**config.mk**
```make
export PLATFORM = sky130hd
export DESIGN_NAME = cdl_ctrl
export DESIGN_NICKNAME = d
export VERILOG_FILES = /design/src/rtl/cdl_pkg.sv /design/src/rtl/cdl_ctrl.sv
export SDC_FILE = /design/constraint.sdc
export NUM_CORES = 1
export LEC_CHECK = 0
export ABC_AREA = 1
export BUFFER_PORTS_ARGS = -buffer_cell sky130_fd_sc_hd__buf_4
export CAP_MARGIN = 20
export CORE_ASPECT_RATIO = 0.9
export CORE_MARGIN = 4
export CORE_UTILIZATION = 25
export CTS_BUF_LIST = sky130_fd_sc_hd__clkbuf_8
export DETAILED_ROUTE_END_ITERATION = 8
export GPL_TIMING_DRIVEN = 0
export SYNTH_ARGS = -nofsm -noshare
export SYNTH_HDL_FRONTEND = slang
export SYNTH_SLANG_ARGS = --single-unit
```
**constraint.sdc**
```tcl
create_clock -name ds_clk_i -period 2.8 [get_ports ds_clk_i]
set_input_delay 0.14 -clock ds_clk_i [delete_from_list [all_inputs] [get_ports ds_clk_i]]
set_output_delay 0.14 -clock ds_clk_i [all_outputs]
set_load 0.005 [all_outputs]
```
**src/rtl/cdl_pkg.sv**
```systemverilog
`default_nettype none

package cdl_pkg;

  // memory geometry.
  localparam int ADDR_W = 8;
  localparam int DATA_W = 32;

  // latency setting and window counter width.
  localparam int LAT_W = 32;

  // command queue.
  localparam int FIFO_DEPTH = 4;
  localparam int FIFO_PTR_W = $clog2(FIFO_DEPTH);

  // memory delay counter, holds delay minus one.
  localparam int DELAY_W = 3;

  localparam int STALL_W = 16;

  typedef enum logic {
    OP_READ  = 1'b0,
    OP_WRITE = 1'b1
  } cdl_op_e;

  typedef enum logic [1:0] {
    ST_READY      = 2'd0,
    ST_BUSY       = 2'd1,
    ST_WAIT_DATA  = 2'd2,
    ST_WAIT_TIMER = 2'd3
  } cdl_state_e;

endpackage

`default_nettype wire

```
**src/rtl/cdl_ctrl.sv**
```systemverilog
`timescale 1ns/1ps
`default_nettype none

module cdl_ctrl (
  input  wire logic                        ds_clk_i,
  input  wire logic                        ds_reset_i,
  input  wire logic                        en_i,
  input  wire logic [cdl_pkg::LAT_W-1:0]   lat_i,
  input  wire logic                        cmd_v_i,
  input  wire logic                        resp_v_i,
  output logic                             deq_o,
  output logic                             gate_o,
  output logic [cdl_pkg::STALL_W-1:0]      stall_cnt_o
);

  import cdl_pkg::*;

  cdl_state_e         state_r;
  cdl_state_e         state_n;
  logic               cnt_up_r;
  logic [LAT_W-1:0]   cnt_r;
  logic               start_w;
  logic               end_w;
  logic               counting_w;
  logic               gate_r;
  logic [STALL_W-1:0] stall_r;

  assign start_w    = en_i & cmd_v_i;
  assign end_w      = en_i & (cnt_r == lat_i); // window end, lat_i is at least one.
  assign counting_w = start_w | cnt_up_r;     // count from the fire cycle itself.

  always_ff @(posedge ds_clk_i) begin
    if (ds_reset_i) begin
      cnt_up_r <= 1'b0;
      cnt_r    <= '0;
    end else begin
      if (start_w | end_w) begin
        cnt_up_r <= start_w;
      end
      if (end_w) begin
        cnt_r <= '0;
      end else if (counting_w) begin
        cnt_r <= cnt_r + 1'b1;
      end
    end
  end

  always_comb begin
    state_n = state_r;
    case (state_r)
      ST_READY: begin
        if (start_w) state_n = ST_BUSY;
      end
      ST_BUSY: begin
        if (resp_v_i && end_w) begin
          state_n = ST_READY;
        end else if (resp_v_i) begin
          state_n = ST_WAIT_TIMER; // data came back inside the window.
        end else if (end_w) begin
          state_n = ST_WAIT_DATA;
        end
      end
      ST_WAIT_TIMER: begin
        if (end_w) state_n = ST_READY;
      end
      ST_WAIT_DATA: begin
        if (resp_v_i) state_n = ST_READY;
      end
      default: state_n = ST_READY;
    endcase
  end

  always_ff @(posedge ds_clk_i) begin
    if (ds_reset_i) begin
      state_r <= ST_READY;
    end else begin
      state_r <= state_n;
    end
  end

  // next state as registered, keeps fire out of its own permission.
  assign deq_o = en_i ? (state_r == ST_READY) : 1'b1;

  always_ff @(posedge ds_clk_i) begin
    if (ds_reset_i) begin
      gate_r  <= 1'b0;
      stall_r <= '0;
    end else begin
      gate_r <= en_i & (state_n == ST_WAIT_DATA);
      if (gate_r && (stall_r != {STALL_W{1'b1}})) begin
        stall_r <= stall_r + 1'b1; // saturates.
      end
    end
  end

  assign gate_o      = gate_r;
  assign stall_cnt_o = stall_r;

endmodule

`default_nettype wire

```
==> impl_results.md <==
* Total GRT Usage at 0.135
* Worst-skew pair later-pin latency at 0.32 ns
* Crit-path leading delay family: simple AND/OR/NAND/NOR gates
* Sequential share of power at 0.513
* Peak Freq at 0.545 GHz
* Placer Congestion at 0.895
* Initial drt markers at 343
* Final hold violations at 0
* Residual DRC count at 0
* Setup TNS at 0 ns
* Row cnt at 41
* Net Sw Frac at 0.260
* Layout filler cell count at 1567
* Combinational family with the most area after synthesis: simple AND/OR/NAND/NOR gates
* Crit-path most repeated cell: nand2_1
* Top-area cell type share of the netlist area at 0.288
* Critical path required time at 3.05 ns
* XOR/XNOR share of the synthesized area at 0.0631
* Rel. slew slack at 0.629
* Netlist Area Pre-Place at 3610 µm²
* Worst Path Class, Setup: flip-flop to flip-flop
* Reg-to-Reg End: cnt_r[30]
* Reg-to-reg critical path startpoint: cnt_r[20]
* Ant diodes at 0
* Startpoint types: flip-flop
* Status: completed
* Clock Power Share at 0.364
* Worst slack, placed at 0.979 ns
* Worst Hold Class: input pin to flip-flop
* CP cell instances: inv_1, nor3_1, nand2_1, nor3_1, nand2_1, xor2_1, nand2_1, a21oi_1
* Maxcap violations at 0
* Yosys Warn Count at 0
* CTS buffer count at 5
* Share of synthesized registers carrying an async set or reset at 0
* LEAKAGE at 1.81 nW
* CP Max Fanout at 5
* Synth Area in Compound Gates at 0.0617
* Post-synthesis mux area share at 0
* Layout cell share with drive strength beyond 1 at 0.152
* Power Dens Cells at 337 nW/µm²
* DIE AREA at 16400 µm²
* Slew Limit Fails at 0
* Area leader, netlist: dfxtp_1
* Worst EP arrival at 2.08 ns
* Logic gate share of total power at 0.123
* Synth area leaders: dfxtp_1 29%, nand2_1 21%, inv_1 8.5%
* EDFF count, synth at 0
* First-pass iteration count of the detailed router at 5
* Critical-path top delay cell: dfxtp_1
* Starting Density at 0.256
* Overflow after GRT at 0
* Worst hold stages at 3
* Core Area at 14100 µm²
* Via/cell ratio at 4.36
* Endpoints failing setup at 0
* NetSw at 382 µW
* R2r setup slk at 0.97 ns
* Top-count cell post-synth: nand2_1
* # IOs at 55
* Syn avg cell area at 6.05 µm²
* Die X at 135 µm
* # clock sinks at 52
* Final net count at 696
* Final Skew at 0.0106 ns
* Post-route ant nets at 0
* Worst R2R Path Depth at 8
* Hold bufs inserted after CTS at 0
* Yosys reg bits at 52
* Port-buffer cells at 53
* Post-layout util at 0.309
* Actual slew at the worst max-slew pin at 0.556 ns
* H-tree depth at 2
* Critical path's largest stage delay at 0.44 ns
* Vias in the first global route at 3440
* Largest net degree at the start of global routing at 17
* Simple-Gate Fraction of Synth Area at 0.470
* Final worst-path cycle share at 0.655
* Worst path bufs/invs at 1
* Final WL at 11.0 mm
* Sequential area share after synthesis at 0.288
* First-pass GRT wire length at 17.6 mm
* Min-delay src: en_i
* CP endpoint kind: flip-flop
* Synth Instances at 597
* CTS root buffer: clkbuf_8
* RSZ-0062 raised after global routing: false
* Hold endpoint: gate_o
* CTS tree: done
* Antenna violations before repair at 0
* Post-cts sizing count at 0
* WL/cell at 12.9 µm
* Count of cell types in the netlist at 39
* Primary FF master, synth: dfxtp_1
* P&R area growth vs syn at 20.8%
* CTS clock-pin slew for the worst setup and hold paths at 0.10 ns
* Setup WS post-layout at 0.967 ns
* Synth Area in Adders at 0.00693
* Setup Fix Bufs, Post-CTS at 0
* Minimum clock period at 1.83 ns
* Syn_nets at 636
* Die height at 122 µm
* Post-DP HPWL at 8.93 mm
* Vias at 3711
* Maximum clock path buffer count at 2
* Peak VDD IR at 0.156 mV
* Int Pwr at 1.09 mW
* Commonest cells post-synth: 199 x nand2_1, 82 x inv_1, 79 x nor2_1, 52 x dfxtp_1, 26 x a21oi_1
[sequential cells by signal, indices dropped and copies added (netlist names)]
name / cells
cnt_r: 32
stall_cnt_o: 16
state_r: 2
cnt_up_r: 1
gate_o: 1
[worst max-delay path by stage]
stage / startpoint / endpoint / slack (ns) / depth (start not counted)
3_5_place_dp: cnt_r[0] / cnt_r[26] / 0.98 / 10
4_1_cts: cnt_r[1] / cnt_r[26] / 0.97 / 10
6_report: cnt_r[20] / cnt_r[30] / 0.97 / 8
5_1_grt: cnt_r[18] / cnt_r[5] / 0.78 / 12
3_3_place_gp: cnt_r[0] / cnt_r[26] / 0.99 / 10
2_1_floorplan: cnt_r[0] / cnt_r[26] / 1.24 / 10
[through the flow]
step | cell area (µm²) | total power [mW] | cells | hold slack [ns]
6_report | 4360 | 1.47 | 851 | 0.0906
3_5_place_dp | 4250 | 0.951 | 843 | 0.430
3_3_place_gp | 4250 | 0.951 | 843 | 0.432
4_1_cts | 4360 | 1.49 | 851 | 0.0782
5_1_grt | 4360 | 1.55 | 851 | 0.0931
2_1_floorplan | 3610 | 0.865 | 597 | 0.266
[cell usage in the layout (no fill, tap or decap), drive strengths merged, types with 2 or more instances in the layout]
cell    instances
nand2         207
inv            90
nor2           85
buf            58
dfxtp          52
nor3           29
a21oi          26
nand3          24
xor2           19
nand4          14
o21ai          13
xnor2           7
clkbuf          7
nor3b           7
nand3b          4
or2             3
clkinv          2
a31oi           2
ha              2
[power by group through the flow]
stage                     sequential [mW]  combinational, mW  clock [mW]
after detailed placement            0.771              0.180           0
after floorplan                     0.769             0.0958           0
after global routing                0.755              0.204       0.588
final                               0.753              0.181       0.535
after CTS                           0.753              0.181       0.555
after global placement              0.770              0.181           0
[routing by layer]
metal  global-route usage  wire length [µm]  vias to the layer above
li1                     -                 -                     1972
met1                0.195              5540                     1642
met3               0.0165               518                        9
met4               0.0344               148                        0
met5                    0                 0                        -
met2                0.215              4780                       88
[cell families (layout without fill, tap and decap cells)]
| family | Yosys count | count (layout) |
|---|---|---|
| simple gates | 376 | 376 |
| fa+ha+maj | 2 | 2 |
| buf+inv | 98 | 159 |
| xor+xnor | 26 | 26 |
| flops | 52 | 52 |
| compound gates | 43 | 43 |
[tightest hold or removal path: stages]
cell and delay (ns):
buf_4 0.14, nand2_1 0.06, nor2_1 0.04
[layout make-up]
| cell class | instances | area [µm²] | area share |
|---|---|---|---|
| plain buffers | 7 | 52.6 | 0.0121 |
| clock buffers | 5 | 68.8 | 0.0158 |
| clock inverters | 3 | 42.5 | 0.00976 |
| inverters | 91 | 343 | 0.0786 |
| multi-input cells | 447 | 2170 | 0.498 |
| flip-flops and latches | 52 | 1040 | 0.239 |
| well taps | 193 | 241 | 0.0554 |
| repair buffers | 53 | 398 | 0.0912 |
No activity file was read; power rests on OpenSTA's default activity.
