## src/rtl/cdl_pkg.sv

```systemverilog
`default_nettype none

package cdl_pkg;

  // memory geometry.
  localparam int ADDR_W = 8;
  localparam int DATA_W = 32;

  // latency setting and window counter width.
  localparam int LAT_W = 32;

  // command queue.
  localparam int FIFO_DEPTH = 4;
  localparam int FIFO_PTR_W = $clog2(FIFO_DEPTH);

  // memory delay counter, holds delay minus one.
  localparam int DELAY_W = 3;

  localparam int STALL_W = 16;

  typedef enum logic {
    OP_READ  = 1'b0,
    OP_WRITE = 1'b1
  } cdl_op_e;

  typedef enum logic [1:0] {
    ST_READY      = 2'd0,
    ST_BUSY       = 2'd1,
    ST_WAIT_DATA  = 2'd2,
    ST_WAIT_TIMER = 2'd3
  } cdl_state_e;

endpackage

`default_nettype wire

```

## src/rtl/cmd_fifo.sv

```systemverilog
`timescale 1ns/1ps
`default_nettype none

module cmd_fifo (
  input  wire logic                         ds_clk_i,
  input  wire logic                         ds_reset_i,
  input  wire logic                         push_i,
  input  wire cdl_pkg::cdl_op_e             push_op_i,
  input  wire logic [cdl_pkg::ADDR_W-1:0]   push_addr_i,
  input  wire logic [cdl_pkg::DATA_W-1:0]   push_data_i,
  input  wire logic                         deq_i,
  input  wire logic                         sink_ready_i,
  output logic                              not_full_o,
  output logic                              fire_o,
  output cdl_pkg::cdl_op_e                  head_op_o,
  output logic [cdl_pkg::ADDR_W-1:0]        head_addr_o,
  output logic [cdl_pkg::DATA_W-1:0]        head_data_o
);

  import cdl_pkg::*;

  cdl_op_e           op_q   [FIFO_DEPTH];
  logic [ADDR_W-1:0] addr_q [FIFO_DEPTH];
  logic [DATA_W-1:0] data_q [FIFO_DEPTH];

  logic [FIFO_PTR_W-1:0] wr_ptr_r;
  logic [FIFO_PTR_W-1:0] rd_ptr_r;
  logic [FIFO_PTR_W:0]   count_r;
  logic                  push_w;

  assign not_full_o = (count_r != FIFO_DEPTH);
  assign push_w     = push_i & not_full_o; // push into a full queue is dropped.

  // dispatch needs an entry plus both permissions.
  assign fire_o = (count_r != '0) & deq_i & sink_ready_i;

  assign head_op_o   = op_q[rd_ptr_r];
  assign head_addr_o = addr_q[rd_ptr_r];
  assign head_data_o = data_q[rd_ptr_r];

  always_ff @(posedge ds_clk_i) begin
    if (push_w) begin
      op_q[wr_ptr_r]   <= push_op_i;
      addr_q[wr_ptr_r] <= push_addr_i;
      data_q[wr_ptr_r] <= push_data_i;
    end
  end

  always_ff @(posedge ds_clk_i) begin
    if (ds_reset_i) begin
      wr_ptr_r <= '0;
      rd_ptr_r <= '0;
      count_r  <= '0;
    end else begin
      if (push_w) begin
        wr_ptr_r <= wr_ptr_r + 1'b1; // depth is a power of two, pointer wraps.
      end
      if (fire_o) begin
        rd_ptr_r <= rd_ptr_r + 1'b1;
      end
      case ({push_w, fire_o})
        2'b10:   count_r <= count_r + 1'b1;
        2'b01:   count_r <= count_r - 1'b1;
        default: count_r <= count_r; // both or neither.
      endcase
    end
  end

endmodule

`default_nettype wire

```

## config.mk

```make
export PLATFORM = sky130hd
export DESIGN_NAME = cmd_fifo
export DESIGN_NICKNAME = d
export VERILOG_FILES = /design/src/rtl/cdl_pkg.sv /design/src/rtl/cmd_fifo.sv
export SDC_FILE = /design/constraint.sdc
export NUM_CORES = 1
export LEC_CHECK = 0
export BUFFER_PORTS_ARGS = -buffer_cell sky130_fd_sc_hd__buf_2
export CAP_MARGIN = 25
export CELL_PAD_IN_SITES_DETAIL_PLACEMENT = 2
export CELL_PAD_IN_SITES_GLOBAL_PLACEMENT = 2
export CORE_MARGIN = 4
export CORE_UTILIZATION = 35
export DETAILED_ROUTE_END_ITERATION = 10
export HOLD_SLACK_MARGIN = 0.1
export PLACE_DENSITY = 0.67
export SKIP_CTS_REPAIR_TIMING = 1
export SYNTH_ARGS = -nofsm -noshare
export SYNTH_HDL_FRONTEND = slang
export SYNTH_SLANG_ARGS = --single-unit
```

## constraint.sdc

```tcl
create_clock -name ds_clk_i -period 2.19 [get_ports ds_clk_i]
set_clock_uncertainty 0.15 [all_clocks]
set_input_delay 0.438 -clock ds_clk_i [delete_from_list [all_inputs] [get_ports ds_clk_i]]
set_output_delay 0.438 -clock ds_clk_i [all_outputs]
set_load 0.01 [all_outputs]
```

==> impl_results.md, run 1 <==
- Status: finished, violations left
- Violated checks: setup timing
- Antenna diodes: 0
- Mean number of vias per cell: 4.83
- Slowest CP cell: mux4_2
- Vias in the first global route: 3461
- Filler Cell Count: 1620
- Drt first-iter violations: 153
- Peak VDD IR: 0.569 mV
- Post-place setup slack: -34.3 ps
- First-pass GRT wire length: 20.4 mm
- Final wirelength: 14.1 mm
- HP Class: in2reg
- Worst stage delay on the critical path: 520 ps
- Max Clk Rate: 429 MHz
- Yosys Warn Count: 0
- Drt pass-1 iters: 4
- Die area: 20600 sq um
- Worst Setup End Kind: primary output
- Largest net degree at the start of global routing: 34
- Leading area contributor after synthesis: edfxtp_1
- Synth unique cells: 26
- Antenna-violating nets left: 0
- R2R Setup Slk: 90 ps
- Sequential-to-total area share from yosys stat: 0.794
- RR Startpoint: count_r[2]$_SDFFE_PP0P_
- Synth top cells by count: edfxtp_1 (164), mux4_2 (40), dfxtp_1 (9)
- Leak: 2.93 nW
- Ys flop type: edfxtp_1
- Fin util: 0.475
- RSZ-0062 raised after global routing: yes
- CTS Root Cell: clkbuf_16
- Number of buffers added on ports: 88
- Via count: 3205
- Initial antenna violation count: 0
- Routability cong.: 0.639
- Total CTS buffers: 17
- Post-Syn Instances: 263
- # setup viols final: 41
- Min Clock Period, post-route: 2330 ps
- GR Overflow Total: 0
- Total Routing Usage GR: 0.136
- Setup TNS: -4620 ps
- Max Buffers Root-to-Sink: 2
- Pwr per Cell Area: 946 nW/um^2
- Final WS setup: -141 ps
- Period utilization: 1.06
- Die W: 144 microns
- Starting Density: 0.357
- Top area cells in the synthesized netlist: edfxtp_1 (77%), mux4_2 (14%), dfxtp_1 (2.8%)
- DP HPWL: 8.27 mm
- Core Region: 18000 sq um
- Headroom to the max-slew limit: 0.808
- Asr flop ratio synth: 0
- Worst-margin pin slew: 288 ps
- Cell Area, Synth: 6430 sq um
- H-tree levels: 4
- DRC: 0
- Clock Sinks: 173
- Buffers & Inverters on Critical Path: 3
- Cell row count: 49
- Crit-path cells: buf_6 -> buf_12 -> mux4_2 -> buf_2
- IO Count: 89
- CP required: 1600 ps
- Die Y: 144 microns
- Post-synth top area share: 0.766
- CP Max Fanout: 5
- Hold Crit Start: ds_reset_i
- EDFF count, synth: 164
- Synthesized flop and latch total: 173
- Startpoint Class: flop
- Area grow syn2layout: 33.1%
- Avg Inst Size Synth: 24.5 sq um
- Top-count cell post-synth: edfxtp_1
- Nets@finish: 475
- Clock slew at reported path FFs: 60 ps
- Synth Net Count: 315
- Crit Path Category: reg2out
- CP arrival: 1740 ps
- Insertion delay to the later sink of the worst-skew pair: 420 ps
- CTS tree: built
- Final Hold Viols: 0
- # Max-Cap Violations: 0
- Layout cell share with drive strength beyond 1: 0.437
- Largest delay contributor family on the critical path: multiplexers
- Wire per inst: 21.2 microns
- Max-slew violations: 0
==> power by group <==
| group | internal [mW] | switching (mW) |
|---|---|---|
| Combinational | 0.734 | 0.598 |
| Sequential | 3.87 | 0.0766 |
| Clock | 1.66 | 1.16 |
| Total | 6.26 | 1.83 |
==> sequential cells by signal, indices dropped and copies added (netlist names), named ones only <==
signal	cells
data_q	128
addr_q	32
op_q	4
count_r	3
rd_ptr_r	2
wr_ptr_r	2
==> metal layers <==
| metal | vias up | wire, microns | GRT usage |
|---|---|---|---|
| met3 | 20 | 574 | 0.0446 |
| met1 | 1685 | 6140 | 0.168 |
| met2 | 75 | 7140 | 0.229 |
| met5 | - | 0 | 0 |
| met4 | 0 | 199 | 0.0446 |
| li1 | 1425 | - | - |
==> cell usage in the layout, fill, tap and decap left out, drive strengths merged <==
master / instances
nand2b: 3
nand2: 1
clkbuf: 27
fa: 1
xnor2: 2
inv: 3
xor2: 1
mux2: 1
dlygate4sd3: 41
nor2: 8
clkinvlp: 2
dfxtp: 9
edfxtp: 164
ha: 5
o21ai: 1
o311a: 1
buf: 107
mux4: 41
and2: 4
mux2i: 2
or3: 1
a21boi: 1
a21oi: 2
bufinv: 2
clkinv: 4
a31o: 1
==> worst register-to-register path, cell delays in order, from the launching register on <==
cell and delay, ps:
dfxtp_2 340, o311a_1 380, ha_2 210, fa_2 360, xnor2_2 150, or3_1 300, a21oi_1 130
==> cells by family (layout without fill, tap and decap cells) <==
logic type               count (synthesis)  in the layout  synth area share
buffers and inverters                   14            186            0.0202
AND/OR/NAND/NOR                         17             17            0.0130
XOR/XNOR                                 3              3           0.00409
multiplexers                            44             44             0.149
adder cells (fa/ha/maj)                  6              6            0.0128
AO/OA/AOI/OAI                            6              6           0.00700
flip-flops                             173            173             0.794
==> path summary, 6_finish.rpt <==
check                                               end  cells past startpoint
worst min register to register  count_r[2]$_SDFFE_PP0P_                      2
worst max register to register  count_r[2]$_SDFFE_PP0P_                      6
worst min-delay path            count_r[2]$_SDFFE_PP0P_                      2
worst max-delay path                     head_data_o[2]                      4
==> layout make-up <==
class	count	area [sq um]	area share
multi-input combinational	76	1210	0.142
clock buffer	23	448	0.0523
tap	229	287	0.0335
inverter	3	11.3	0.00132
clock inverter	8	93.8	0.0110
timing repair buffer	152	1390	0.162
sequential	173	5120	0.598
==> through the flow <==
step	power, mW	hold WS [ps]	instance area [sq um]	std cells
2_1_floorplan	4.63	332	6440	263
3_3_place_gp	5.01	359	7280	583
3_5_place_dp	5.06	379	7280	583
4_1_cts	7.90	55.9	7820	614
5_1_grt	8.46	185	8560	664
6_report	8.10	186	8560	664
Note: power is estimated with default switching activity, not from simulation.
==> run 2: changes to the inputs <==
--- a/config.mk
+++ b/config.mk
@@ -9,12 +9,15 @@
 export CAP_MARGIN = 25
 export CELL_PAD_IN_SITES_DETAIL_PLACEMENT = 2
 export CELL_PAD_IN_SITES_GLOBAL_PLACEMENT = 2
+export CORE_ASPECT_RATIO = 2
 export CORE_MARGIN = 4
 export CORE_UTILIZATION = 35
 export DETAILED_ROUTE_END_ITERATION = 10
 export HOLD_SLACK_MARGIN = 0.1
 export PLACE_DENSITY = 0.67
+export SETUP_SLACK_MARGIN = 0.02
 export SKIP_CTS_REPAIR_TIMING = 1
+export SKIP_LAST_GASP = 1
 export SYNTH_ARGS = -nofsm -noshare
 export SYNTH_HDL_FRONTEND = slang
 export SYNTH_SLANG_ARGS = --single-unit
==> impl_results.md, run 2 (synthesis gave the netlist of run 1 again) <==
- DP HPWL: 8.98 mm (+8.7%)
- Vias in the first global route: 3500 (+1.1%)
- Die area: 20700 sq um (+0.63%)
- Startpoint Class: flop
- CP arrival: 1750 ps (about the same)
- Period utilization: 1.07 (+0.00424)
- Reg2Reg Depth: 6 (unchanged)
- Setup TNS: -4600 ps (+26.5 ps)
- CP required: 1600 ps (about the same)
- Core Region: 18000 sq um (-0.38%)
- Final wirelength: 14.7 mm (+4.4%)
- Mean number of vias per cell: 4.83 (+0.11%)
- Crit Path Category: reg2out
- RSZ-0062 raised after global routing: yes
- Leak: 2.90 nW (-1.2%)
- Headroom to the max-slew limit: 0.814 (+0.00542)
- Area grow syn2layout: 31.5%
- Drt pass-1 iters: 4 (unchanged)
- Filler Cell Count: 1617 (-0.19%)
- Max-slew violations: 0 (unchanged)
- CTS tree: built
- Largest register FFs: 128 (unchanged)
- CP Max Fanout: 7 (+2)
- Largest net degree at the start of global routing: 42 (+24%)
- Slowest CP cell: mux4_2
- Insertion delay to the later sink of the worst-skew pair: 420 ps (about the same)
- Routability cong.: 0.737 (+15%)
- WHS: 120 ps (-66.5 ps)
- Cell row count: 69 (+41%)
- Commonest cells after routing, fill and taps aside: edfxtp_1 (164), buf_2 (66), mux4_2 (41)
- Total Routing Usage GR: 0.142 (+0.00520)
- Status: finished, violations left
- Clock Sinks: 173 (unchanged)
- Reg-to-reg endpoint: count_r[2]$_SDFFE_PP0P_
- Max Buffers Root-to-Sink: 2 (unchanged)
- Via count: 3112 (-2.9%)
- Min Clock Period, post-route: 2340 ps (+9.28 ps)
- Reg with most FFs: data_q
- Die W: 104 microns (-28%)
- RR Startpoint: count_r[1]$_SDFFE_PP0P_
- Drt first-iter violations: 140 (-8.5%)
- DRC: 0 (unchanged)
- Initial antenna violation count: 1 (+1)
- Crit-path cells: clkbuf_16 -> mux4_2 -> buf_6
- Layout cell share with drive strength beyond 1: 0.456 (+0.0190)
- # setup viols final: 42 (+2.4%)
- Antenna-violating nets left: 0 (unchanged)
- HP Class: in2reg
- Final Hold Viols: 0 (unchanged)
- Crit path to: head_data_o[25]
- # Max-Cap Violations: 0 (unchanged)
- Starting Density: 0.358 (+0.00134)
- Clock slew at reported path FFs: 70 ps (about the same)
- GR Overflow Total: 0 (unchanged)
- Violated checks: setup timing
- Peak VDD IR: 0.563 mV (-1.0%)
- R2R Setup Slk: -30 ps (-120 ps)
- Worst-margin pin slew: 280 ps (-8.13 ps)
- Max Clk Rate: 427 MHz (-0.40%)
- Final WS setup: -150 ps (-9.28 ps)
- Nets@finish: 469 (-1.3%)
- First-pass GRT wire length: 21.4 mm (+4.8%)
- IO Count: 89 (unchanged)
- CTS Root Cell: clkbuf_16
- Die Y: 200 microns (+39%)
- Worst stage delay on the critical path: 530 ps (about the same)
- H-tree levels: 4 (unchanged)
- Wire per inst: 22.8 microns (+7.7%)
- Worst Setup End Kind: primary output
- Pwr per Cell Area: 973 nW/um^2 (+2.8%)
- Number of buffers added on ports: 88 (unchanged)
- Top Registers: data_q (128), addr_q (32), op_q (4)
- Total CTS buffers: 17 (unchanged)
- Most common cell after layout, fill and taps aside: edfxtp_1
[run 2: power breakdown]
group          internal, mW  leakage, nW  switching [mW]
clock network          1.70        0.286            1.30
logic                 0.687         1.03           0.584
registers              3.87         1.58          0.0890
[run 2: area by class of cell]
| cell class | count | area (sq um) | share of cell area |
|---|---|---|---|
| Antenna cell | 1 | 2.50 | 0.000296 |
| Inverter | 3 | 11.3 | 0.00133 |
| Clock inverter | 15 | 160 | 0.0189 |
| Clock buffer | 17 | 425 | 0.0503 |
| Sequential cell | 173 | 5120 | 0.605 |
| Tap cell | 213 | 267 | 0.0315 |
| Timing Repair Buffer | 146 | 1240 | 0.146 |
| Multi-Input combinational cell | 76 | 1240 | 0.147 |
[run 2: per-stage QoR]
step	util	instances	power (mW)	worst slack [ps]	cell area [sq um]
after global placement	0.402	566	5.00	95.4	7210
after CTS	0.434	598	8.08	-219	7800
final	0.471	644	8.23	-150	8460
after floorplan	-	263	4.63	54.0	6450
after global routing	0.471	644	8.61	-209	8460
after detailed placement	0.402	566	5.06	-170	7210
[run 2: worst min-delay path by stage]
stage | startpoint | slack, ps | to | depth (start not counted)
CTS | push_addr_i[2] | 60 | addr_q[0][2]$_DFFE_PP_ | 1
floorplan | wr_ptr_r[1]$_SDFFE_PP0P_ | 330 | wr_ptr_r[1]$_SDFFE_PP0P_ | 2
global placement | wr_ptr_r[1]$_SDFFE_PP0P_ | 350 | wr_ptr_r[1]$_SDFFE_PP0P_ | 2
detailed placement | wr_ptr_r[1]$_SDFFE_PP0P_ | 380 | wr_ptr_r[1]$_SDFFE_PP0P_ | 2
global route | push_data_i[1] | 100 | data_q[0][1]$_DFFE_PP_ | 1
finish | push_data_i[1] | 120 | data_q[0][1]$_DFFE_PP_ | 1
[run 2: worst max-delay path: cells and delay by family (launching register included)]
kind / cells / cell delay, ps
multiplexers: 1 / 530
flip-flops: 1 / 450
buffers and inverters: 2 / 340
[run 2: metal layers]
metal,track usage,up-vias,share of wire
met2,0.271,64,0.58
met4,0.0607,0,0.016
li1,-,1409,-
met1,0.142,1618,0.36
met3,0.0404,21,0.038
met5,0,-,0
==> run 3: changes to the inputs <==
--- a/config.mk
+++ b/config.mk
@@ -7,14 +7,14 @@
 export LEC_CHECK = 0
 export BUFFER_PORTS_ARGS = -buffer_cell sky130_fd_sc_hd__buf_2
 export CAP_MARGIN = 25
-export CELL_PAD_IN_SITES_DETAIL_PLACEMENT = 2
-export CELL_PAD_IN_SITES_GLOBAL_PLACEMENT = 2
+export CELL_PAD_IN_SITES_DETAIL_PLACEMENT = 0
+export CELL_PAD_IN_SITES_GLOBAL_PLACEMENT = 1
 export CORE_ASPECT_RATIO = 2
 export CORE_MARGIN = 4
 export CORE_UTILIZATION = 35
 export DETAILED_ROUTE_END_ITERATION = 10
 export HOLD_SLACK_MARGIN = 0.1
-export PLACE_DENSITY = 0.67
+export PLACE_DENSITY = 0.61
 export SETUP_SLACK_MARGIN = 0.02
 export SKIP_CTS_REPAIR_TIMING = 1
 export SKIP_LAST_GASP = 1
==> impl_results.md, run 3 (synthesis gave the netlist of run 1 again) <==
- DP HPWL: 7.23 mm (-20%)
- Total Routing Usage GR: 0.122 (-0.0199)
- Vias in the first global route: 3384 (-3.3%)
- CTS tree: built
- Antenna diodes: 0 (-1)
- Min Clock Period, post-route: 2320 ps (-19.2 ps)
- Starting Density: 0.358 (unchanged)
- Drt first-iter violations: 107 (-24%)
- WHS: 120 ps (+0.697 ps)
- Status: finished, violations left
- Die Y: 200 microns (unchanged)
- Largest delay contributor family on the critical path: multiplexers
- Max-slew violations: 0 (unchanged)
- Max Buffers Root-to-Sink: 2 (unchanged)
- Largest net degree at the start of global routing: 42 (unchanged)
- Die area: 20700 sq um (unchanged)
- DRC: 0 (unchanged)
- Clock Sinks: 173 (unchanged)
- Crit Path Category: reg2out
- Worst Setup End Kind: primary output
- # setup viols final: 41 (-2.4%)
- Slowest CP cell: mux4_2
- Area grow syn2layout: 27.7%
- Buffers & Inverters on Critical Path: 2 (unchanged)
- CP arrival: 1730 ps (-20 ps)
- Leak: 2.80 nW (-3.5%)
- Worst stage delay on the critical path: 560 ps (+30 ps)
- # Max-Cap Violations: 0 (unchanged)
- Number of buffers added on ports: 88 (unchanged)
- GR Overflow Total: 0 (unchanged)
- Drt pass-1 iters: 4 (unchanged)
- Final Hold Viols: 0 (unchanged)
- Routability cong.: 0.739 (+0.18%)
- Layout cell share with drive strength beyond 1: 0.437 (-0.0185)
- HP Class: in2reg
- Via count: 3039 (-2.3%)
- Reg with most FFs: data_q
- Insertion delay to the later sink of the worst-skew pair: 410 ps (about the same)
- Antenna-violating nets left: 0 (unchanged)
- Placed cells: 564 (-0.35%)
- Total CTS buffers: 17 (unchanged)
- First-pass GRT wire length: 18.6 mm (-13%)
- Die W: 104 microns (unchanged)
- CP required: 1600 ps (about the same)
- Max Clk Rate: 431 MHz (+0.83%)
- Startpoint Class: flop
- Mean number of vias per cell: 4.78 (-1.1%)
- Pwr per Cell Area: 967 nW/um^2 (-0.58%)
- Core Region: 18000 sq um (unchanged)
- Clock slew at reported path FFs: 60 ps (about the same)
- IO Count: 89 (unchanged)
- Wire per inst: 18.7 microns (-18%)
- Top Registers: data_q (128), addr_q (32), op_q (4)
- Commonest cells after routing, fill and taps aside: edfxtp_1 (164), buf_2 (88), mux4_2 (40), dlygate4sd3_1 (40), clkbuf_16 (17)
- Most common cell after layout, fill and taps aside: edfxtp_1
- CP Max Fanout: 22 (+15)
- Worst-margin pin slew: 322 ps (+42.9 ps)
- Cell row count: 69 (unchanged)
- RSZ-0062 raised after global routing: yes
- Non-filler cells, final: 636 (-1.2%)
- Final wirelength: 11.9 mm (-19%)
- Nets@finish: 462 (-1.5%)
- Peak VDD IR: 0.452 mV (-20%)
- H-tree levels: 4 (unchanged)
- Largest register FFs: 128 (unchanged)
- Headroom to the max-slew limit: 0.785 (-0.0286)
- Crit-path cells: buf_12 -> mux4_2 -> buf_2
- CTS Root Cell: clkbuf_16
- Period utilization: 1.06 (-0.00878)
- Initial antenna violation count: 0 (-1)
- Final WS setup: -131 ps (+19.2 ps)
- Violated checks: setup timing
==> run 3: cell count changes in the layout (fill, tap and decap cells not counted), sizes merged, moves of 2 or more <==
cell	before	now
buf	106	99
clkinvlp	1	5
clkinv	7	3
inv	8	6
==> run 3: worst reg2reg max path: cells and delay by family, from the launching register on <==
family                     cells  cell delay (ps)
AOI/OAI and AO/OA              2              540
xor gates and xnor gates       1              150
adders and majority gates      2              590
DFF                            1              350
and+or+nand+nor                1              340
==> run 3: layout make-up <==
type | count | area, sq um
clock buffers | 19 | 453
clock inverters | 13 | 139
fillers | 1551 | 9750
inverters | 3 | 11.3
multi-input cells | 76 | 1220
flip-flops and latches | 173 | 5110
well taps | 213 | 267
repair buffers | 139 | 1010
==> run 3: metrics by stage <==
stage	util	setup slack, ps	power, mW	setup TNS, ps	area (sq um)
5_1_grt	0.457	-221	8.30	-6980	8210
4_1_cts	0.435	-188	8.01	-5380	7800
6_report	0.457	-131	7.94	-3330	8210
3_5_place_dp	0.402	-92.4	5.04	-92.4	7210
3_3_place_gp	0.402	96.0	5.00	0	7210
2_1_floorplan	-	54.0	4.63	0	6450
==> run 3: worst paths after layout <==
kind | startpoint | to | slack [ps] | depth (start not counted)
worst max register to register | count_r[1]$_SDFFE_PP0P_ | count_r[2]$_SDFFE_PP0P_ | 0 | 6
worst min register to register | wr_ptr_r[1]$_SDFFE_PP0P_ | wr_ptr_r[1]$_SDFFE_PP0P_ | 380 | 2
worst max-delay path | flop | head_data_o[19] | -130 | 3
worst min-delay path | push_data_i[25] | data_q[3][25]$_DFFE_PP_ | 120 | 1
==> run 3: routing by layer <==
layer  up-vias  track usage  wire (microns)
met5         -            0               0
li1       1392            -               -
met4         0       0.0661             219
met2        67        0.225            6800
met3        13       0.0385             495
met1      1567        0.121            4380
==> run 3: power by group <==
group / internal (mW) / switching (mW)
sequential: 3.86 / 0.0681
combinational: 0.532 / 0.527
clock: 1.74 / 1.21
total: 6.14 / 1.80
